--- config.mk ---
export PLATFORM = sky130hd
export DESIGN_NAME = voice_bank
export DESIGN_NICKNAME = d
export VERILOG_FILES = /design/src/synth_pkg.sv /design/src/voice_bank.sv
export VERILOG_INCLUDE_DIRS = /design/src
export SDC_FILE = /design/constraint.sdc
export NUM_CORES = 2
export LEC_CHECK = 0
export CAP_MARGIN = 0
export CELL_PAD_IN_SITES_DETAIL_PLACEMENT = 1
export CELL_PAD_IN_SITES_GLOBAL_PLACEMENT = 2
export CORE_ASPECT_RATIO = 2
export CORE_MARGIN = 2
export CORE_UTILIZATION = 32
export CTS_CLUSTER_SIZE = 25
export DETAILED_ROUTE_END_ITERATION = 12
export DONT_BUFFER_PORTS = 1
export PLACE_DENSITY_LB_ADDON = 0.1
export SKIP_LAST_GASP = 1
export SYNTH_ARGS = -nofsm -noshare
export SYNTH_HDL_FRONTEND = slang
export SYNTH_SLANG_ARGS = --single-unit
--- constraint.sdc ---
create_clock -name modclk -period 29.6 [get_ports modclk]
set_input_delay 7.4 -clock modclk [delete_from_list [all_inputs] [get_ports modclk]]
set_output_delay 7.4 -clock modclk [all_outputs]
set_load 0.02 [all_outputs]
--- src/synth_macros.svh ---
// Synth constants: voice count, sample and phase sizes, scan codes and control limits
`ifndef SYNTH_MACROS_SVH
`define SYNTH_MACROS_SVH

// ==============================
// Sizes
// ==============================
`define MAX_KEYS        8       // Voices, one per held note
`define PWM_BITS        10      // Sample width and PWM resolution
`define PHASE_WIDTH     32      // Accumulator width
`define LUT_ADDR_BITS   5       // Sine table has 32 entries
`define DELAY_DEPTH     1024    // Echo length in samples
`define PHASE_INC_MULT  42      // Hz to phase step

// ==============================
// Scan codes (make codes, set 2)
// ==============================
`define KEY_Z           8'h1A   // Octave down
`define KEY_X           8'h22   // Octave up
`define KEY_C           8'h21   // Echo toggle
`define KEY_V           8'h2A   // Pitch offset down
`define KEY_B           8'h32   // Pitch offset up
`define BREAK_PREFIX    8'hF0   // Next byte is a release

// Control limits
`define MAX_OCTAVE      3       // Octave shift saturates at +/- this
`define MAX_PITCH_MOD   100     // Pitch offset limit in Hz
`define PITCH_MOD_STEP  4       // Hz per V/B press

`endif

--- src/synth_pkg.sv ---
// Synth shared types and the scan-code to note frequency lookup
`include "synth_macros.svh"

package synth_pkg;

    typedef logic [7:0]                   key_code_t;   // PS/2 scan byte
    typedef logic [11:0]                  tone_freq_t;  // Note frequency in Hz
    typedef logic signed [2:0]            octave_t;     // -3 .. +3
    typedef logic signed [7:0]            pitch_mod_t;  // -100 .. +100 Hz
    typedef logic [`PHASE_WIDTH-1:0]      phase_t;      // DDS accumulator
    typedef logic [`PWM_BITS-1:0]         sample_t;     // Audio sample
    typedef logic [`PWM_BITS+4:0]         mix_sum_t;    // Room for eight voices

    // ==============================
    // One octave of keys, C4 to C5
    // ==============================
    // Home row are white keys, top row the black ones in between
    function automatic tone_freq_t key_to_freq(input key_code_t code);
        case (code)
            8'h1C:   return 12'd262;    // A  C4
            8'h1D:   return 12'd277;    // W  C#4
            8'h1B:   return 12'd294;    // S  D4
            8'h24:   return 12'd311;    // E  D#4
            8'h23:   return 12'd330;    // D  E4
            8'h2B:   return 12'd349;    // F  F4
            8'h2C:   return 12'd370;    // T  F#4
            8'h34:   return 12'd392;    // G  G4
            8'h35:   return 12'd415;    // Y  G#4
            8'h33:   return 12'd440;    // H  A4
            8'h3C:   return 12'd466;    // U  A#4
            8'h3B:   return 12'd494;    // J  B4
            8'h42:   return 12'd523;    // K  C5
            default: return 12'd0;      // Not a note key
        endcase
    endfunction

endpackage

--- src/voice_bank.sv ---
// Voice bank: per-voice frequency with octave and pitch offset, and its phase accumulator
`timescale 1ns/100ps
`include "synth_macros.svh"

module voice_bank import synth_pkg::*; (
    input  logic                 modclk,
    input  logic                 reset,
    input  logic [`MAX_KEYS-1:0] voice_active,
    input  tone_freq_t           voice_freq [`MAX_KEYS],
    input  octave_t              octave_shift,
    input  pitch_mod_t           pitch_mod,
    output phase_t               phase [`MAX_KEYS],
    output logic [`MAX_KEYS-1:0] voice_active_q       // Aligned with phase
);

    localparam int FREQ_W = $bits(tone_freq_t) + `MAX_OCTAVE;  // Base after <<3

    logic [1:0] shift_amt;                                     // Magnitude of the octave shift

    assign shift_amt = octave_shift[2] ? 2'(-octave_shift) : octave_shift[1:0];

    for (genvar k = 0; k < `MAX_KEYS; k++) begin : g_voice
        logic [FREQ_W-1:0]        base_ext;
        logic [FREQ_W-1:0]        shifted;
        logic signed [FREQ_W+1:0] freq_sum;                    // Signed, offset may go negative
        logic [FREQ_W:0]          freq_clamped;
        phase_t                   phase_inc;

        assign base_ext     = {3'b000, voice_freq[k]};
        assign shifted      = octave_shift[2] ? (base_ext >> shift_amt) : (base_ext << shift_amt);
        assign freq_sum     = $signed({2'b00, shifted}) + pitch_mod;
        assign freq_clamped = freq_sum[FREQ_W+1] ? '0 : freq_sum[FREQ_W:0];  // Floor at 0 Hz
        assign phase_inc    = phase_t'(freq_clamped) * phase_t'(`PHASE_INC_MULT);  // Wraps

        always_ff @(posedge modclk or posedge reset) begin
            if (reset)
                phase[k] <= '0;
            else if (voice_active[k])
                phase[k] <= phase[k] + phase_inc;
        end

        // Released voice freezes where it stopped
        a_idle_hold: assert property (@(posedge modclk) disable iff (reset)
            !voice_active[k] |=> $stable(phase[k]));
    end

    // Active flags delayed to match the registered phase
    always_ff @(posedge modclk or posedge reset) begin
        if (reset)
            voice_active_q <= '0;
        else
            voice_active_q <= voice_active;
    end

endmodule

# After elaboration in Yosys (flattened, before gate mapping)
# Cells that the tools add are included.
[word_totals]
reg_bits = 264
latch_bits = 0
ramBits = 0
rom_bits = 0
in_bits = 117
output_inout_bits = 264
wordCells = 67
memories = 0
[op_classes]
addsub = 17
mul = 8
div_mod_pow = 0
n_lt_le_gt_ge = 0
eq_ne = 0
shift = 16
muxes = 17
n_bitwise = 0
reduce_logical = 0
[op_table]
columns = ["cell", "count"]
rows = [
  ["adder 32 x 22 -> 32 bit", 8],
  ["multiplier 16 x 5 -> 21 bit (second input constant)", 8],
  ["adder 16 x 8 -> 17 bit", 8],
  ["two-way mux 16 bit", 8],
  ["two-way mux 15 bit", 8],
  ["left shift 12 x 2 -> 15 bit", 8],
  [">> shifter 12 x 2 -> 15 bit", 8],
  ["two-way mux 2 bit", 1],
  ["negator 2 bit", 1],
]

# Longest topological paths before layout
[logic_depth]
depth_word = 8
depth_mapped = 43
ltp_nobuf = 41

# Worst setup path before layout
# OpenSTA, ideal clock, no wires.
[synth_path]
path_kind = "input port to flip-flop"
from = "in octave_shift[0]"
to = "reg phase[126] (netlist name)"
setup_time_ps = 70
arrival_time_ps = 15898
t_required_ps = 29530
slack_ps = 13633
stages = 37
n_path_buf = 6
cell_sequence = "clkbuf_1 > buf_1 > clkbuf_1 > clkbuf_1 > buf_1 > o22ai_1 > ha_1 > fa_1 > nand3_1 > nand2_1 > a41o_1 > a31o_1 > or3_1 > and2_0 > nor3_1 > ha_1 > ha_1 > fa_1 > ha_1 > a21oi_1 > o21bai_1 > a21o_1 > a21oi_1 > o21ai_0 > a21o_1 > a21oi_1 > o21ai_0 > a21oi_1 > xnor2_1 > ha_1 > and3_1 > clkbuf_1 > nand3_1 > nand2_1 > a41oi_4 > or4b_1 > nand3_1"
[synth_between]
elab_chain_cells = 8
word_cells_on_any_way = 9
classes_between = "add/sub: 3; mul: 1; shift: 2; mux: 3"
[synth_rtl]
columns = ["element", "line_no", "text"]
rows = [
  ["start, declared", "voice_bank.sv:10", "input octave_t octave_shift,"],
  ["negator 2 bit", "voice_bank.sv:20", "assign shift_amt = octave_shift[2] ? 2'(-octave_shift) : octave_shift[1:0];"],
  ["two-way mux 2 bit *", "voice_bank.sv:20", ""],
  ["left shift 12 x 2 -> 15 bit or >> shifter 12 x 2 -> 15 bit (tied branches)", "voice_bank.sv:30", "assign shifted = octave_shift[2] ? (base_ext >> shift_amt) : (base_ext << shift_amt);"],
  ["two-way mux 15 bit *", "voice_bank.sv:30", ""],
  ["adder 16 x 8 -> 17 bit *", "voice_bank.sv:31", "assign freq_sum = $signed({2'b00, shifted}) + pitch_mod;"],
  ["two-way mux 16 bit *", "voice_bank.sv:32", "assign freq_clamped = freq_sum[FREQ_W+1] ? '0 : freq_sum[FREQ_W:0];"],
  ["multiplier 16 x 5 -> 21 bit *", "voice_bank.sv:33", "assign phase_inc = phase_t'(freq_clamped) * phase_t'(`PHASE_INC_MULT);"],
  ["adder 32 x 22 -> 32 bit *", "voice_bank.sv:39", "phase[k] <= phase[k] + phase_inc;"],
  ["end signal, assigned by index", "voice_bank.sv:39", ""],
  ["end, declared", "voice_bank.sv:12", "output phase_t phase [`MAX_KEYS],"],
]
# Every way passes the cells marked *; elsewhere a longest branch is shown, timed or not.
# A chain may end at the register's enable or synchronous reset.

# Worst setup path in the final report
[layout_path]
from = "in octave_shift[0]"
to = "reg phase[252] (netlist name)"
# Same word-level chain as after synthesis.

==> reports/metrics.csv <==
metric,value,unit
"area leader, netlist",ha_1,
CP required,30.20,ns
CTS Sinks,256,
Tcrit/Tclk final,54.86,%
Synth area leaders,"ha_1, dfrtp_1, xnor2_1",
"Net count, final",6003,
largest family of logic cells by synthesized area,adder cells,
power density over cell area,138.5,nW/um^2
first-pass GRT wire length,224400,um
asr flop ratio synth,100.0,%
post-synthesis compound-gate area fraction,21.52,%
most common library cells after synthesis,"ha_1, inv_1, a21oi_1, nand2_1, nor2_1",
DR vias,37080,
Initial DRT Pass Iterations,5,
DR DRC count,0,
P_leak,22.32,nW
routability cong.,0.8579,
mux contribution to synthesized area,6.887,%
PostCTS Resize Cnt,0,
worst path arrival time,16.84,ns
Fin. Hold Viols,0,
Avg WL per Cell,21.26,um
R2R Setup Slk,25.75,ns
Core Region,131000,um^2
dpl hpwl,118500,um
Slew @ Worst Pin,1.009,ns
final instance area,45000,um^2
gr ovfl total,0,
post-layout util,34.35,%
Post-Synth XOR/XNOR Area,9.316,%
final wirelength,145100,um
worst rel slew slack,32.68,%
dominant synthesized flop cell,dfrtp_1,
Area growth syn-to-layout,6.679,%
Post-Synth Simple-Gate Area,15.40,%
status,"complete, no violations",
Ys Warns,0,
kind of end point of the critical path,flip-flop,
worst skew pair latency,0.69,ns
count of final setup violators,0,
Slew Limit Fails,0,
#FFs+latches synth,256,
fin crit period,16.24,ns
row count,188,
total power,6.233,mW
clock slew at reported path FFs,0.07,ns
layout cells sized above 1,6.453,%
most common cell in the synthesized netlist,ha_1,
Adder-Cell Fraction of Synth Area,25.39,%
clk root buf,clkbuf_16,
Initial Util,32.20,%
Hold Buf Count CTS,0,
DR iter-0 viols,1018,
R2R depth,11,
type of origin of the critical path,input port,
Buffers on Ports,0,
H-tree Lvls,1,
Placed Area,43820,um^2
filler cell count in the final layout,15730,
slowest CP cell,a2111oi_0,
Setup Crit Path Kind,input port to flip-flop,
CTS tree,done,
Die Wd,260.7,um
CP max stage delay,0.88,ns
Cells after Synth,5206,
Synth Cell Area,42190,um^2
Max Root-Sink Buffers,3,
Crit Path Max Fanout,202,
sequential cell area,6406,um^2
Setup TNS Final,0,ns
Die H,517.5,um
VDD IR max,83.00,uV
worst hold path class,flip-flop to flip-flop,
antenna violations before repair,4,
Num CTS Buffers,31,
RSZ-0062 raised after global routing,no,
Post-synth EDFFs,0,
dpl cells,6766,
die area,134900,um^2
Clock Skews,0.02046,ns
"Seq/Total Area, Yosys",15.19,%
Max-Cap Viols,0,
largest net degree at the start of global routing,203,
area of the multi-input gates,33190,um^2
Hold Crit Depth,1,
Routed Antenna Nets,0,
syn_area_per_cell,8.103,um^2
Synth cell types,97,
GRT Total Usage,21.18,%
post-route insts no fill,6825,
mean number of vias per cell,5.432,
Synth top area share,20.79,%
io pins,381,
vias in the first global route,40240,
"Setup Fix Bufs, Post-CTS",0,
FMAX,61.58,MHz
## registers in the layout (all words and copies together), names as in the netlist
signal and count:
phase 248, voice_active_q 8
## placed cells by master, fill, tap and decap left out, types with 76 or more instances in the layout
master    netlist  routed
dfrtp_1       256     256
o21bai_1       92      92
xor2_1        118     118
a21o_1        172     172
mux2i_1        81      81
nor2_1        349     345
xnor2_1       327     325
nand3_1       109     109
a21oi_1       452     452
a31oi_1        76      76
inv_1         524     522
fa_1           96      96
ha_1          701     701
nand2_1       431     431
o21ai_0       205     205
mux2_2        170     170
## critical path, delay by kind of cell
family                   cells  cell delay, ns
AO/OA/AOI/OAI               14            3.66
AND/OR/NAND/NOR              9            2.33
adder cells (fa/ha/maj)      6            2.05
buffers and inverters        3            0.89
XOR/XNOR                     2            0.37
## area by class of cell
class,instances,share of cell area [%]
Tap cell,1710,4.754
Inverter,525,4.395
Clock inverter,20,0.7256
Antenna cell,1,0.005560
Clock buffer,38,1.893
Multi-Input combinational cell,4260,73.74
Timing Repair Buffer,15,0.2502
Sequential cell,256,14.23
## per-layer routing
layer  share of wire (%)  vias up  global-route usage, %  routed length (um)
met2                  54      534                  41.88               78470
li1                    -    18220                      -                   -
met5              0.0090        -                      0                  13
met3                 7.8      173                  7.051               11390
met1                  34    18150                  19.71               49710
met4                 3.8        2                  7.562                5533
## worst paths after layout
path / to / start
hold / removal: phase[255]$_DFFE_PP0P_ / phase[255]$_DFFE_PP0P_
min in group asynchronous: phase[37]$_DFFE_PP0P_ / reset
hold reg to reg: phase[255]$_DFFE_PP0P_ / phase[255]$_DFFE_PP0P_
max in group asynchronous: phase[245]$_DFFE_PP0P_ / reset
setup reg to reg: phase[31]$_DFFE_PP0P_ / phase[1]$_DFFE_PP0P_
setup / recovery: phase[252]$_DFFE_PP0P_ / octave_shift[0]
## where the power goes
| part | switching, mW | leakage [nW] | internal (mW) |
|---|---|---|---|
| registers | 0.370 | 3.07 | 0.518 |
| clock network | 0.196 | 0.575 | 0.268 |
| logic | 2.73 | 18.7 | 2.15 |
## kinds of logic after synthesis
| logic type | count (synthesis) |
|---|---|
| other | 1 |
| AOI/OAI and AO/OA | 1388 |
| DFF | 256 |
| adders and majority gates | 799 |
| xor gates and xnor gates | 447 |
| buffers and inverters | 697 |
| and+or+nand+nor | 1359 |
| muxes | 259 |
## through the flow
stage / setup slack (ns) / hold WS (ns)
after detailed placement: 12.68 / 0.6106
after floorplan: 13.63 / 0.5777
after global placement: 12.78 / 0.6049
after CTS: 13.40 / 0.6251
final: 13.36 / 0.6115
after global routing: 12.46 / 0.6349
No activity file was read; power rests on OpenSTA's default activity.
