==> config.mk <==
export PLATFORM = sky130hd
export DESIGN_NAME = key_event_decoder
export DESIGN_NICKNAME = d
export VERILOG_FILES = /design/src/synth_pkg.sv /design/src/key_event_decoder.sv
export VERILOG_INCLUDE_DIRS = /design/src
export SDC_FILE = /design/constraint.sdc
export NUM_CORES = 1
export LEC_CHECK = 0
export BUFFER_PORTS_ARGS = -buffer_cell sky130_fd_sc_hd__buf_2
export CAP_MARGIN = 20
export CORE_MARGIN = 5
export CORE_UTILIZATION = 50
export CTS_CLUSTER_SIZE = 14
export DETAILED_ROUTE_END_ITERATION = 6
export PLACE_DENSITY = 0.73
export SYNTH_ARGS = -nofsm -noshare
export SYNTH_HDL_FRONTEND = slang
export SYNTH_SLANG_ARGS = --single-unit
export TNS_END_PERCENT = 20
==> constraint.sdc <==
create_clock -name modclk -period 3.5 [get_ports modclk]
set_input_delay 0.35 -clock modclk [delete_from_list [all_inputs] [get_ports modclk]]
set_output_delay 0.35 -clock modclk [all_outputs]
set_load 0.03 [all_outputs]
==> src/synth_macros.svh <==
// Synth constants: voice count, sample and phase sizes, scan codes and control limits
`ifndef SYNTH_MACROS_SVH
`define SYNTH_MACROS_SVH

// ==============================
// Sizes
// ==============================
`define MAX_KEYS        8       // Voices, one per held note
`define PWM_BITS        10      // Sample width and PWM resolution
`define PHASE_WIDTH     32      // Accumulator width
`define LUT_ADDR_BITS   5       // Sine table has 32 entries
`define DELAY_DEPTH     1024    // Echo length in samples
`define PHASE_INC_MULT  42      // Hz to phase step

// ==============================
// Scan codes (make codes, set 2)
// ==============================
`define KEY_Z           8'h1A   // Octave down
`define KEY_X           8'h22   // Octave up
`define KEY_C           8'h21   // Echo toggle
`define KEY_V           8'h2A   // Pitch offset down
`define KEY_B           8'h32   // Pitch offset up
`define BREAK_PREFIX    8'hF0   // Next byte is a release

// Control limits
`define MAX_OCTAVE      3       // Octave shift saturates at +/- this
`define MAX_PITCH_MOD   100     // Pitch offset limit in Hz
`define PITCH_MOD_STEP  4       // Hz per V/B press

`endif

==> src/synth_pkg.sv <==
// Synth shared types and the scan-code to note frequency lookup
`include "synth_macros.svh"

package synth_pkg;

    typedef logic [7:0]                   key_code_t;   // PS/2 scan byte
    typedef logic [11:0]                  tone_freq_t;  // Note frequency in Hz
    typedef logic signed [2:0]            octave_t;     // -3 .. +3
    typedef logic signed [7:0]            pitch_mod_t;  // -100 .. +100 Hz
    typedef logic [`PHASE_WIDTH-1:0]      phase_t;      // DDS accumulator
    typedef logic [`PWM_BITS-1:0]         sample_t;     // Audio sample
    typedef logic [`PWM_BITS+4:0]         mix_sum_t;    // Room for eight voices

    // ==============================
    // One octave of keys, C4 to C5
    // ==============================
    // Home row are white keys, top row the black ones in between
    function automatic tone_freq_t key_to_freq(input key_code_t code);
        case (code)
            8'h1C:   return 12'd262;    // A  C4
            8'h1D:   return 12'd277;    // W  C#4
            8'h1B:   return 12'd294;    // S  D4
            8'h24:   return 12'd311;    // E  D#4
            8'h23:   return 12'd330;    // D  E4
            8'h2B:   return 12'd349;    // F  F4
            8'h2C:   return 12'd370;    // T  F#4
            8'h34:   return 12'd392;    // G  G4
            8'h35:   return 12'd415;    // Y  G#4
            8'h33:   return 12'd440;    // H  A4
            8'h3C:   return 12'd466;    // U  A#4
            8'h3B:   return 12'd494;    // J  B4
            8'h42:   return 12'd523;    // K  C5
            default: return 12'd0;      // Not a note key
        endcase
    endfunction

endpackage

==> src/key_event_decoder.sv <==
// Key event decoder: turns make/break scan bytes into voice slots and control state
`timescale 1ns/100ps
`include "synth_macros.svh"

module key_event_decoder import synth_pkg::*; (
    input  logic                 modclk,
    input  logic                 reset,
    input  key_code_t            key_code,
    input  logic                 key_strobe,                 // One cycle per byte
    output logic [`MAX_KEYS-1:0] voice_active,
    output tone_freq_t           voice_freq [`MAX_KEYS],
    output octave_t              octave_shift,
    output pitch_mod_t           pitch_mod,
    output logic                 delay_on
);

    localparam int         SLOT_BITS   = $clog2(`MAX_KEYS);
    localparam octave_t    OCT_LIMIT   = octave_t'(`MAX_OCTAVE);
    localparam octave_t    OCT_STEP    = octave_t'(1);
    localparam pitch_mod_t PITCH_LIMIT = pitch_mod_t'(`MAX_PITCH_MOD);
    localparam pitch_mod_t PITCH_STEP  = pitch_mod_t'(`PITCH_MOD_STEP);

    logic                 break_armed;                       // F0 seen, next byte releases
    key_code_t            slot_code [`MAX_KEYS];             // Code held by each slot
    logic [SLOT_BITS-1:0] free_idx;
    logic                 free_found;
    logic                 is_break;
    logic                 make_ev;
    tone_freq_t           note_freq;
    logic                 note_on;

    // ==============================
    // Byte classification
    // ==============================
    assign is_break  = (key_code == `BREAK_PREFIX);
    assign make_ev   = key_strobe && !is_break && !break_armed;
    assign note_freq = key_to_freq(key_code);                // Zero for control keys too
    assign note_on   = make_ev && (note_freq != '0) && free_found;

    // Lowest free slot; descending scan so the smallest index wins
    always_comb begin
        free_idx   = '0;
        free_found = 1'b0;
        for (int i = `MAX_KEYS - 1; i >= 0; i--) begin
            if (!voice_active[i]) begin
                free_idx   = SLOT_BITS'(i);
                free_found = 1'b1;
            end
        end
    end

    // ==============================
    // Control state and slot flags
    // ==============================
    always_ff @(posedge modclk or posedge reset) begin
        if (reset) begin
            break_armed  <= 1'b0;
            octave_shift <= '0;
            pitch_mod    <= '0;
            delay_on     <= 1'b0;
            voice_active <= '0;
        end else if (key_strobe) begin
            if (is_break) begin
                break_armed <= 1'b1;
            end else if (break_armed) begin
                break_armed <= 1'b0;
                // Release every slot holding this key, duplicates included
                for (int i = 0; i < `MAX_KEYS; i++) begin
                    if (voice_active[i] && (slot_code[i] == key_code))
                        voice_active[i] <= 1'b0;
                end
            end else begin
                case (key_code)
                    `KEY_Z: if (octave_shift > -OCT_LIMIT) octave_shift <= octave_shift - OCT_STEP;
                    `KEY_X: if (octave_shift < OCT_LIMIT) octave_shift <= octave_shift + OCT_STEP;
                    `KEY_C: delay_on <= ~delay_on;
                    `KEY_V: if (pitch_mod > -PITCH_LIMIT) pitch_mod <= pitch_mod - PITCH_STEP;
                    `KEY_B: if (pitch_mod < PITCH_LIMIT) pitch_mod <= pitch_mod + PITCH_STEP;
                    default: begin
                        if (note_on)
                            voice_active[free_idx] <= 1'b1;  // No free slot: key dropped
                    end
                endcase
            end
        end
    end

    // Slot payload, only meaningful while the slot flag is set
    always_ff @(posedge modclk) begin
        if (note_on) begin
            slot_code[free_idx]  <= key_code;
            voice_freq[free_idx] <= note_freq;
        end
    end

    // Saturation must hold over any key sequence
    a_octave_range: assert property (@(posedge modclk) disable iff (reset)
        (octave_shift >= -OCT_LIMIT) && (octave_shift <= OCT_LIMIT));
    a_pitch_range: assert property (@(posedge modclk) disable iff (reset)
        (pitch_mod >= -PITCH_LIMIT) && (pitch_mod <= PITCH_LIMIT));

endmodule

Word-level counts from Yosys, hierarchy flattened:

Memories as Yosys holds them, arrays and structs flattened.
Index checks and enable logic that the tools add are counted.

* $add $sub $neg: 4
* $mul: 0
* divide/modulo/power cells: 0
* magnitude comparators: 8
* eq/ne operators: 40
* shift operators: 0
* muxes and demuxes: 42
* bitwise logic cells: 5
* reduce and logical (&&, ||, !) cells: 32

Operators by type and width (number)
* $pmux 10 s13: 1
* $eq 8x6->1 const B: 13
* $bwmux 96: 1
* $eq 8x8->1: 8
* $mux 8: 5
* $reduce_and 5->1: 8
* $demux 12 s3: 1
* $eq 8x5->1 const B: 4
* $mux 3: 10
* $mux 1: 20
* $ne 2x1->1 const B: 9
* $pmux 8 s2: 1
* $logic_and 1x1->1: 14
* $mux 12: 1
* $reduce_and 6->1: 2
* $reduce_bool 12->1: 1
* $add 8x4->8 const B: 1
* $eq 8x7->1 const B: 1
* $eq 8x8->1 const B: 1
* $gt 8x8->1 const B: 1
* $lt 8x8->1 const B: 1
* $ne 2x2->1 const B: 4
* $or 8x8->8: 1
* $sub 8x4->8 const B: 1
* other kinds (16): 21

* register bits: 117
* latch bits: 0
* bits in writable memories: 64
* memory bits (read-only): 0
* input port bits: 11
* output and inout bits: 116
* logic and storage cells: 152
* memories: 1

Memories
* slot_code: words 8, width 8, read ports 8, clocked after Yosys merged registers in 0, wr ports 1, line key_event_decoder.sv:24 `` key_code_t slot_code [`MAX_KEYS]; ``

Depth between registers and ports, before layout:

Gate-level depths: netlist of run 1.

* depth after elaboration: 16
* mapped depth: 10
* mapped depth without buffers: 9

Worst setup path after synthesis of run 1:

No wires, ideal clock.

* path type: reg-to-reg
* start: register voice_active[0]
* end: memory slot_code[7][0] (netlist name), enable pin
* setup time: 0.420 ns
* arrival time: 2.722 ns
* required time: 3.080 ns
* setup slack: 0.359 ns
* cell stages (with the launch flop): 7
* buffers on the path: 1
* period minus slack after synthesis: 3.141 ns
* cell sequence: dfrtp_1 -> clkbuf_1 -> nand2_1 -> inv_1 -> and3_1 -> nand3_1 -> nor3b_1

* longest elaborated chain between the ends: 4
* elaborated cells on any way between the ends: 5
* those cells by class: mux: 4; reduce/logical: 1

Ends and longest elaborated chain
* from (decl): line key_event_decoder.sv:10 `` output logic [`MAX_KEYS-1:0] voice_active, ``
* from (signal assigned): line key_event_decoder.sv:61 `voice_active <= '0;`
* from (signal, indexed assignment): line key_event_decoder.sv:70 `voice_active[i] <= 1'b0;`
* from (signal, indexed assignment): line key_event_decoder.sv:81 `voice_active[free_idx] <= 1'b1;`
* $mux 1: line key_event_decoder.sv:45 `if (!voice_active[i]) begin`
* $logic_and 1x1->1: line key_event_decoder.sv:38 `assign note_on = make_ev && (note_freq != '0) && free_found;`
* $mux 1: line key_event_decoder.sv:90 `if (note_on) begin`
* $mux 1 (not written as such): line key_event_decoder.sv:91 `slot_code[free_idx] <= key_code;`
* to (decl): line key_event_decoder.sv:24

Parallel ways exist; a longest one is shown, timed or not.

Final worst setup path of run 1:

* start: input port key_code[3]
* end: memory slot_code[6][2] (netlist name), enable pin

* longest elaborated chain between the ends: 8
* elaborated cells on any way between the ends: 23
* those cells by class: eq/ne: 14; mux: 3; reduce/logical: 6

Ends and longest elaborated chain
* from (decl): line key_event_decoder.sv:8 `input key_code_t key_code,`
* branches (longest 4 deep; another with $pmux 10 s13)
* $logic_and 1x1->1 * (2 in a row): line key_event_decoder.sv:38
* $mux 1 *: line key_event_decoder.sv:90
* $mux 1 (not written as such) *: line key_event_decoder.sv:91

Mark *: on every way between the ends.

==> flow_summary.json, run 1 <==
{
  "global_route.usage.total_pct": 19.6,
  "finalWirelength_um": 15400,
  "synthesis.area_per_instance_um2": 15.4,
  "internal_power_w": 0.00334,
  "share_of_the_clock_period_used_by_the_worst_path_pct": 70.9,
  "design.portCount": 127,
  "clock_tree.htree_level_count": 4,
  "worst-endpoint-arrival_ns": 2.58,
  "holdBufCountCts": 0,
  "worst_path_largest_cell_delay_ns": 0.51,
  "dpl.cell_count": 735,
  "worst_hold_path_class": "primary input to asynchronous set/reset pin",
  "ys.flop_type": "sky130_fd_sc_hd__edfxtp_1",
  "yosysTopAreaCell": "sky130_fd_sc_hd__edfxtp_1",
  "post_layout_minimum_cycle_time_ns": 2.48,
  "final_common_cell": "sky130_fd_sc_hd__edfxtp_1",
  "cp_top_family": "simple AND/OR/NAND/NOR gates",
  "report.final.setup_viol": 0,
  "placement.io_buffers": 108,
  "grt_setup_unrepaired": "no",
  "p_seq_share_pct": 49.2,
  "die_height_um": 127,
  "maxCapViolCount": 0,
  "cts_resized": 0,
  "rr_startpoint": "voice_active[2]",
  "netlist_area_um2": 6880,
  "synth-warning-count": 0,
  "synthesis.instances": 448,
  "clk_root_buffer_cell": "sky130_fd_sc_hd__clkbuf_16",
  "power.static_leakage_nw": 3.00,
  "grt_first_pass_wirelength_um": 23800,
  "row_count": 42,
  "drv_slew": 0,
  "crit_path_end_kind": "flip-flop",
  "start_kind": "primary input",
  "path_buf_inv": 3,
  "drc_errors": 0,
  "achievable-frequency_mhz": 403,
  "synthToLayoutAreaGrowth_pct": 20.3,
  "cp_cell_sequence": "buf_2 > buf_4 > and3b_1 > o211ai_1 > nand4_4 > or4b_4 > nor3b_2 > buf_4",
  "initialDrtViolationCount": 293,
  "p_switching_w": 0.00108,
  "fin_skew_ns": 0.0101,
  "clk_pin_slew_ns": 0.07,
  "synth_edf_count": 144,
  "cp_slowest_cell": "sky130_fd_sc_hd__or4b_4",
  "r2r_end": "slot_code[6][2]",
  "crit_fanout": 18,
  "worst_slew_margin_rel_pct": 45.7,
  "grt_overflow_total": 0,
  "cts_inserted_buffers": 17,
  "vias": 4209,
  "post_synth_top_area_share_pct": 62.8,
  "hold_viol": 0,
  "commonest_cells_after_routing_fill_and_taps_aside": "144 x sky130_fd_sc_hd__edfxtp_1, 108 x sky130_fd_sc_hd__buf_2, 65 x sky130_fd_sc_hd__xnor2_1",
  "clockBufferDepth": 2,
  "ant_nets": 0,
  "cp.depth": 8,
  "netlist-cell-type-count": 64,
  "power.share.combinational_pct": 8.0,
  "yosys_register_bits": 163,
  "vias_per_cell": 5.49,
  "critical_path_required_ns": 3.60,
  "cpMostUsedCell": "sky130_fd_sc_hd__buf_4",
  "worst-r2r-cell-count": 6,
  "total_die_area_um2": 16200,
  "outcome": "finished clean",
  "clock-sinks": 163,
  "finish.cell_count_without_fillers": 767,
  "die_x_um": 127,
  "first_global_vias": 4226,
  "worst-setup-path-type": "primary input to flip-flop",
  "total_core_area_um2": 13300,
  "num_antenna_cells": 0,
  "drive_gt1_share_pct": 30.8,
  "wl_per_cell_um": 20.1,
  "finish.net_count": 595,
  "finalWeightedCongestion": 0.990,
  "sequential_to_total_area_share_from_yosys_stat_pct": 69.7,
  "drt_first_pass_iters": 5,
  "slew_at_the_pin_closest_to_its_max_slew_limit_ns": 0.806,
  "detailed_place.area_um2": 7670,
  "design_area_um2": 8280,
  "p_clk_share_pct": 42.8,
  "ff2ff_setup_slack_ns": 1.08,
  "power_per_cell_area_nw_per_um2": 534,
  "antenna_violations_before_repair": 0,
  "clk_latency_ns": 0.43,
  "grt_start_max_net_pins": 22,
  "startpoint": "key_code[3]",
  "finalSetupTns_ns": 0,
  "cts_setup_buffers": 0,
  "peak_supply_drop_mv": 0.358,
  "power_switching_share_pct": 24.4,
  "floorplan.initialDensity_pct": 51.6,
  "tritoncts": "done",
  "share_of_flip_flops_with_an_asynchronous_set_or_reset_after_synthesis_pct": 11.7,
  "synth_area_leaders": "sky130_fd_sc_hd__edfxtp_1 63%, sky130_fd_sc_hd__xnor2_1 8.3%, sky130_fd_sc_hd__dfrtp_1 6.9%",
  "place_hpwl_um": 10600
}
==> Yosys cell counts (all sizes together) (3+ instances only) <==
master	count
o31ai	8
dfrtp	19
nand2	19
and4bb	4
nand4	18
nor3	7
nand2b	4
o211ai	3
nand3	11
inv	9
clkbuf	3
ha	4
a21oi	11
nand4b	3
nor2	13
xnor2	65
nor2b	4
xor2	8
o21ai	13
buf	30
nor3b	4
edfxtp	144
==> routing by layer <==
metal  GRT usage, %  wire length (um)  vias up
met1           25.6              6350     2081
li1               -                 -     1904
met2           30.5              7380      191
met3           6.09              1260       33
met5              0                 0        -
met4           8.14               423        0
==> sequential cells by signal (all words and copies together), names as in the netlist <==
signal and flops:
break_armed 1, delay_on 1, octave_shift 3, pitch_mod 6
slot_code 64, voice_active 8, voice_freq 80
==> cell families (layout without fill, tap and decap cells) <==
family / Yosys count / after routing / share of synthesized area (%)
other: 1 / 18 / 0.0545
XOR/XNOR: 73 / 73 / 9.29
buffers and inverters: 42 / 168 / 3.53
flip-flops: 163 / 163 / 69.7
AO/OA/AOI/OAI: 58 / 58 / 6.07
AND/OR/NAND/NOR: 101 / 101 / 9.40
multiplexers: 4 / 4 / 0.618
adder cells (fa/ha/maj): 6 / 6 / 1.31
==> power by group through the flow <==
stage	Sequential, W	Combinational, W	Clock (W)
after CTS	0.00217	0.000354	0.00193
after floorplan	0.00225	0.000231	0
after global routing	0.00218	0.000384	0.00203
final	0.00217	0.000354	0.00189
after global placement	0.00221	0.000345	0
after detailed placement	0.00222	0.000353	0
==> layout make-up <==
class | count | area, um2
flip-flops and latches | 163 | 4800
clock buffers | 18 | 429
fillers | 1003 | 5070
repair buffers | 127 | 683
clock inverters | 14 | 181
well taps | 176 | 220
multi-input cells | 260 | 1930
inverters | 9 | 33.8
==> per-stage QoR <==
step / util [%] / power (W) / setup WS (ns) / hold WS (ns)
finish: 62.0 / 0.00442 / 1.02 / 0.0531
global route: 62.0 / 0.00459 / 0.862 / 0.136
CTS: 62.0 / 0.00445 / 1.05 / 0.0602
detailed placement: 57.4 / 0.00257 / 0.599 / 0.484
global placement: 57.4 / 0.00256 / 0.700 / 0.465
floorplan: - / 0.00248 / 0.359 / 0.301
==> worst max path at each step <==
stage	end
2_1_floorplan	slot_code[7][0]
3_3_place_gp	voice_freq[21]
3_5_place_dp	voice_freq[21]
4_1_cts	slot_code[6][1]
5_1_grt	slot_code[6][2]
6_report	slot_code[6][2]
Power figures use the tool's default switching activity.
==> inputs of run 2 (changes only) <==
==> constraint.sdc (replaced) <==
create_clock -name modclk -period 2.4 [get_ports modclk]
set_input_delay 0.24 -clock modclk [delete_from_list [all_inputs] [get_ports modclk]]
set_output_delay 0.24 -clock modclk [all_outputs]
set_load 0.03 [all_outputs]
==> flow_summary.json, run 2 (synthesized netlist as in run 1, its figures left out) <==
{
  "p_clk_share_pct": 43.3,
  "crit_fanout": 18,
  "clock_tree.htree_level_count": 4,
  "path_buf_inv": 1,
  "cp_top_family": "simple AND/OR/NAND/NOR gates",
  "final_common_cell": "sky130_fd_sc_hd__edfxtp_1",
  "cp_slowest_cell": "sky130_fd_sc_hd__or4b_4",
  "report.final.setup_viol": 0,
  "p_seq_share_pct": 48.2,
  "cts_resized": 0,
  "internal_power_w": 0.00507,
  "whs_path_depth": 3,
  "hold_path_end": "break_armed",
  "cp_cell_sequence": "nand2b_1 > a21boi_0 > a41o_1 > or4b_4 > nor3b_4 > buf_12",
  "grt_start_max_net_pins": 22,
  "tritoncts": "done",
  "placement.io_buffers": 108,
  "slew_at_the_pin_closest_to_its_max_slew_limit_ns": 0.987,
  "worst-endpoint-arrival_ns": 2.40,
  "r2r_end": "voice_freq[17]",
  "clockBufferDepth": 2,
  "antenna_violations_before_repair": 0,
  "finalWirelength_um": 16000,
  "synthToLayoutAreaGrowth_pct": 24.7,
  "die_height_um": 127,
  "post_layout_minimum_cycle_time_ns": 2.27,
  "rr_startpoint": "voice_active[3]",
  "grt_overflow_total": 0,
  "finalSetupTns_ns": 0,
  "commonest_cells_after_routing_fill_and_taps_aside": "144 x sky130_fd_sc_hd__edfxtp_1, 108 x sky130_fd_sc_hd__buf_2, 65 x sky130_fd_sc_hd__xnor2_1",
  "vias_per_cell": 5.52,
  "initialDrtViolationCount": 355,
  "fin_util_pct": 64.3,
  "maxCapViolCount": 0,
  "place_hpwl_um": 10900,
  "worst_slew_margin_rel_pct": 33.5,
  "critical_path_required_ns": 2.53,
  "cts_setup_buffers": 0,
  "crit_path_end_kind": "flip-flop",
  "holdBufCountCts": 1,
  "ff2ff_setup_slack_ns": 0.13,
  "p_switching_w": 0.00150,
  "design.portCount": 127,
  "vias": 4359,
  "route.met3.wl_um": 1370,
  "grt_setup_unrepaired": "no",
  "dr_wl_met2_um": 7660,
  "drv_slew": 0,
  "wl_per_cell_um": 20.3,
  "clock-sinks": 163,
  "peak_supply_drop_mv": 0.580,
  "clk_pin_slew_ns": 0.06,
  "achievable-frequency_mhz": 440,
  "total_core_area_um2": 13300,
  "power.share.combinational_pct": 8.5,
  "hold_viol": 0,
  "power_per_cell_area_nw_per_um2": 765,
  "top_signal_layer_used": "met4",
  "ant_nets": 0,
  "first_global_vias": 4424,
  "cts_inserted_buffers": 17,
  "top_register": "voice_freq",
  "die_x_um": 127,
  "finish.net_count": 617,
  "worst_hold_path_class": "primary input to flip-flop",
  "hold_path.startpoint": "key_strobe",
  "power.static_leakage_nw": 3.13,
  "num_antenna_cells": 0,
  "drc_errors": 0,
  "start_kind": "flip-flop",
  "global_route.usage.total_pct": 20.6,
  "power_switching_share_pct": 22.8,
  "total_die_area_um2": 16200,
  "clk_root_buffer_cell": "sky130_fd_sc_hd__clkbuf_16",
  "drt_first_pass_iters": 5,
  "clk_latency_ns": 0.42,
  "detail_route.wirelength.met1_um": 6720,
  "grt_first_pass_wirelength_um": 25200,
  "largest_register_ff_count": 80,
  "n_fill_cell": 970,
  "largest_registers": "voice_freq (80), slot_code (64), voice_active (8)",
  "share_of_the_clock_period_used_by_the_worst_path_pct": 94.6,
  "row_count": 42,
  "outcome": "finished clean",
  "finalWeightedCongestion": 0.909,
  "fin_skew_ns": 0.00831,
  "worst-r2r-cell-count": 6,
  "worst-setup-path-type": "flip-flop to flip-flop",
  "floorplan.initialDensity_pct": 51.6,
  "drive_gt1_share_pct": 32.8,
  "worst_path_largest_cell_delay_ns": 0.58
}
run 2: how the worst max path moves through the flow:
stage          slack [ns]  depth (start not counted)               to            start
2_1_floorplan       -0.38                          6  slot_code[3][0]      key_code[0]
6_report             0.13                          6   voice_freq[17]  voice_active[3]
5_1_grt              0.04                          6   voice_freq[19]  voice_active[3]
4_1_cts              0.14                          6   voice_freq[12]  voice_active[3]
3_3_place_gp         0.06                         10     pitch_mod[7]      key_code[5]
3_5_place_dp        -0.06                         10     pitch_mod[7]      key_code[5]
run 2: area by class of cell:
class / instances / area, um2 / area share, %
sequential: 163 / 4800 / 55.9
tap: 176 / 220 / 2.57
clock inverter: 15 / 204 / 2.38
timing repair buffer: 149 / 951 / 11.1
clock buffer: 17 / 425 / 4.96
inverter: 9 / 33.8 / 0.394
multi-input combinational: 260 / 1950 / 22.7
run 2: per-stage QoR:
step                      cell area, um2  total power (W)  std cells  worst slack [ns]  hold WS (ns)
final                               8580          0.00657        789             0.129         0.117
after global routing                8580          0.00682        789            0.0412         0.141
after CTS                           8580          0.00662        789             0.143         0.108
after detailed placement            7940          0.00378        756           -0.0598         0.400
after global placement              7940          0.00376        756            0.0595         0.388
after floorplan                     6970          0.00362        465            -0.382         0.191
run 2: worst register-to-register path: stages (launching register included):
cell and delay (ns):
sky130_fd_sc_hd__dfrtp_1 0.41, sky130_fd_sc_hd__nand2b_1 0.17, sky130_fd_sc_hd__a21boi_0 0.11, sky130_fd_sc_hd__a41o_1 0.27
sky130_fd_sc_hd__or4b_4 0.58, sky130_fd_sc_hd__nor3b_4 0.24, sky130_fd_sc_hd__buf_12 0.20
run 2: per-layer routing:
metal,global-route usage (%),vias to the layer above
li1,-,1948
met1,27.7,2183
met2,32.0,204
met3,6.55,24
met4,6.81,0
met5,0,-
run 2: power groups by stage:
stage                     clock [W]  combinational [W]  sequential (W)
final                       0.00284           0.000561         0.00316
after global routing        0.00304           0.000610         0.00317
after CTS                   0.00290           0.000560         0.00316
after detailed placement          0           0.000556         0.00322
after global placement            0           0.000538         0.00322
after floorplan                   0           0.000337         0.00328
==> inputs of run 3 (changes only) <==
--- a/config.mk
+++ b/config.mk
@@ -10,9 +10,11 @@
 export CAP_MARGIN = 20
 export CORE_MARGIN = 5
 export CORE_UTILIZATION = 50
+export CTS_CLUSTER_DIAMETER = 200
 export CTS_CLUSTER_SIZE = 14
 export DETAILED_ROUTE_END_ITERATION = 6
 export PLACE_DENSITY = 0.73
+export SLEW_MARGIN = 0
 export SYNTH_ARGS = -nofsm -noshare
 export SYNTH_HDL_FRONTEND = slang
 export SYNTH_SLANG_ARGS = --single-unit
==> constraint.sdc (replaced) <==
create_clock -name modclk -period 2.5 [get_ports modclk]
set_input_delay 0.25 -clock modclk [delete_from_list [all_inputs] [get_ports modclk]]
set_output_delay 0.25 -clock modclk [all_outputs]
set_load 0.03 [all_outputs]
==> flow_summary.json, run 3 (synthesized netlist as in run 1, its figures left out) <==
{
  "share_of_the_clock_period_used_by_the_worst_path_pct": 91.3,
  "r2r_end": "voice_freq[12]",
  "grt_first_pass_wirelength_um": 24600,
  "largest_registers": "voice_freq (80), slot_code (64), voice_active (8)",
  "die_height_um": 127,
  "dp_worst_setup_slack_ns": 0.0453,
  "hold_viol": 0,
  "total_die_area_um2": 16200,
  "drive_gt1_share_pct": 32.7,
  "design.portCount": 127,
  "worst-endpoint-arrival_ns": 2.40,
  "dr_wl_met2_um": 7620,
  "top_signal_layer_used": "met4",
  "clock_tree.htree_level_count": 4,
  "hold_path.startpoint": "key_strobe",
  "worst_hold_path_class": "primary input to flip-flop",
  "detail_route.wirelength.met1_um": 6530,
  "holdBufCountCts": 1,
  "total_core_area_um2": 13300,
  "clockBufferDepth": 2,
  "grt_setup_unrepaired": "no",
  "finalWeightedCongestion": 0.919,
  "p_clk_share_pct": 42.7,
  "ff2ff_setup_slack_ns": 0.22,
  "area.sequential_um2": 4800,
  "worst-r2r-cell-count": 6,
  "drc_errors": 0,
  "grt_overflow_total": 0,
  "power.static_leakage_nw": 3.11,
  "grt_start_max_net_pins": 20,
  "cts_resized": 0,
  "wl_per_cell_um": 20.3,
  "power_switching_share_pct": 24.3,
  "place_hpwl_um": 11100,
  "finalWirelength_um": 15900,
  "fin_skew_ns": 0.0108,
  "critical_path_required_ns": 2.62,
  "power.total_w": 0.00621,
  "vias_per_cell": 5.33,
  "peak_supply_drop_mv": 0.648,
  "clock-sinks": 163,
  "clk_latency_ns": 0.42,
  "tritoncts": "done",
  "worst-setup-path-type": "flip-flop to flip-flop",
  "power.share.combinational_pct": 8.4,
  "n_fill_cell": 988,
  "power_per_cell_area_nw_per_um2": 729,
  "ant_nets": 0,
  "crit_fanout": 18,
  "initialDrtViolationCount": 498,
  "vias": 4183,
  "row_count": 42,
  "commonest_cells_after_routing_fill_and_taps_aside": "144 x sky130_fd_sc_hd__edfxtp_1, 108 x sky130_fd_sc_hd__buf_2, 65 x sky130_fd_sc_hd__xnor2_1",
  "whs_path_depth": 3,
  "hold_path_end": "break_armed",
  "achievable-frequency_mhz": 438,
  "antenna_violations_before_repair": 0,
  "multi_input_area_um2": 1950,
  "p_switching_w": 0.00151,
  "first_global_vias": 4195,
  "die_x_um": 127,
  "fin_util_pct": 63.9,
  "rr_startpoint": "voice_active[3]",
  "num_antenna_cells": 0,
  "floorplan.initialDensity_pct": 51.6,
  "report.final.setup_viol": 0,
  "crit_path_end_kind": "flip-flop",
  "global_route.usage.total_pct": 20.2,
  "slew_at_the_pin_closest_to_its_max_slew_limit_ns": 1.03,
  "maxCapViolCount": 0,
  "fin_ws_ns": 0.216,
  "cts_inserted_buffers": 17,
  "cts_setup_buffers": 0,
  "internal_power_w": 0.00470,
  "p_seq_share_pct": 48.9,
  "worst_slew_margin_rel_pct": 30.3,
  "route.met3.wl_um": 1500,
  "clk_pin_slew_ns": 0.07,
  "final_common_cell": "sky130_fd_sc_hd__edfxtp_1",
  "start_kind": "flip-flop",
  "outcome": "finished clean",
  "synthToLayoutAreaGrowth_pct": 23.9,
  "startpoint": "voice_active[3]",
  "drv_slew": 0,
  "placement.io_buffers": 108,
  "post_layout_minimum_cycle_time_ns": 2.28,
  "finish.net_count": 613,
  "top_register": "voice_freq",
  "drt_first_pass_iters": 5,
  "clk_root_buffer_cell": "sky130_fd_sc_hd__clkbuf_16",
  "largest_register_ff_count": 80
}
run 3: how the worst max path moves through the flow:
| stage | endpoint | slack [ns] | cells past startpoint |
|---|---|---|---|
| 6_report | voice_freq[12] | 0.22 | 6 |
| 5_1_grt | voice_freq[12] | 0.14 | 6 |
| 4_1_cts | voice_freq[12] | 0.23 | 6 |
| 3_5_place_dp | pitch_mod[7] | 0.05 | 10 |
| 3_3_place_gp | pitch_mod[7] | 0.14 | 10 |
| 2_1_floorplan | slot_code[3][0] | -0.29 | 6 |
run 3: critical path: stages, from the launching register on:
cell and delay, ns:
sky130_fd_sc_hd__dfrtp_1 0.43, sky130_fd_sc_hd__nand2b_1 0.17, sky130_fd_sc_hd__a21boi_0 0.09, sky130_fd_sc_hd__a41o_1 0.27, sky130_fd_sc_hd__or4b_4 0.58, sky130_fd_sc_hd__nor3b_4 0.24, sky130_fd_sc_hd__buf_12 0.19
run 3: power groups by stage:
stage / Sequential [W] / Combinational (W) / Clock, W
floorplan: 0.00315 / 0.000323 / 0
global placement: 0.00309 / 0.000505 / 0
detailed placement: 0.00310 / 0.000517 / 0
CTS: 0.00304 / 0.000522 / 0.00270
global route: 0.00305 / 0.000562 / 0.00284
finish: 0.00304 / 0.000521 / 0.00265
run 3: cell type report:
class / instances / area share, %
tap: 176 / 2.58
clock inverter: 15 / 2.26
timing repair buffer: 145 / 10.7
multi-input combinational: 260 / 22.8
clock buffer: 17 / 4.99
sequential: 163 / 56.3
inverter: 9 / 0.396
run 3: routing by layer:
layer	global-route usage, %	up-vias
li1	-	1937
met1	27.4	2062
met2	30.4	167
met3	6.84	17
met4	7.44	0
met5	0	-
run 3: through the flow:
stage	TNS [ns]	area (um2)	hold WS (ns)	instances
6_report	0	8530	0.127	785
3_3_place_gp	0	7900	0.395	752
3_5_place_dp	0	7900	0.420	752
5_1_grt	0	8530	0.116	785
4_1_cts	0	8530	0.101	785
2_1_floorplan	-12.85	6970	0.201	465
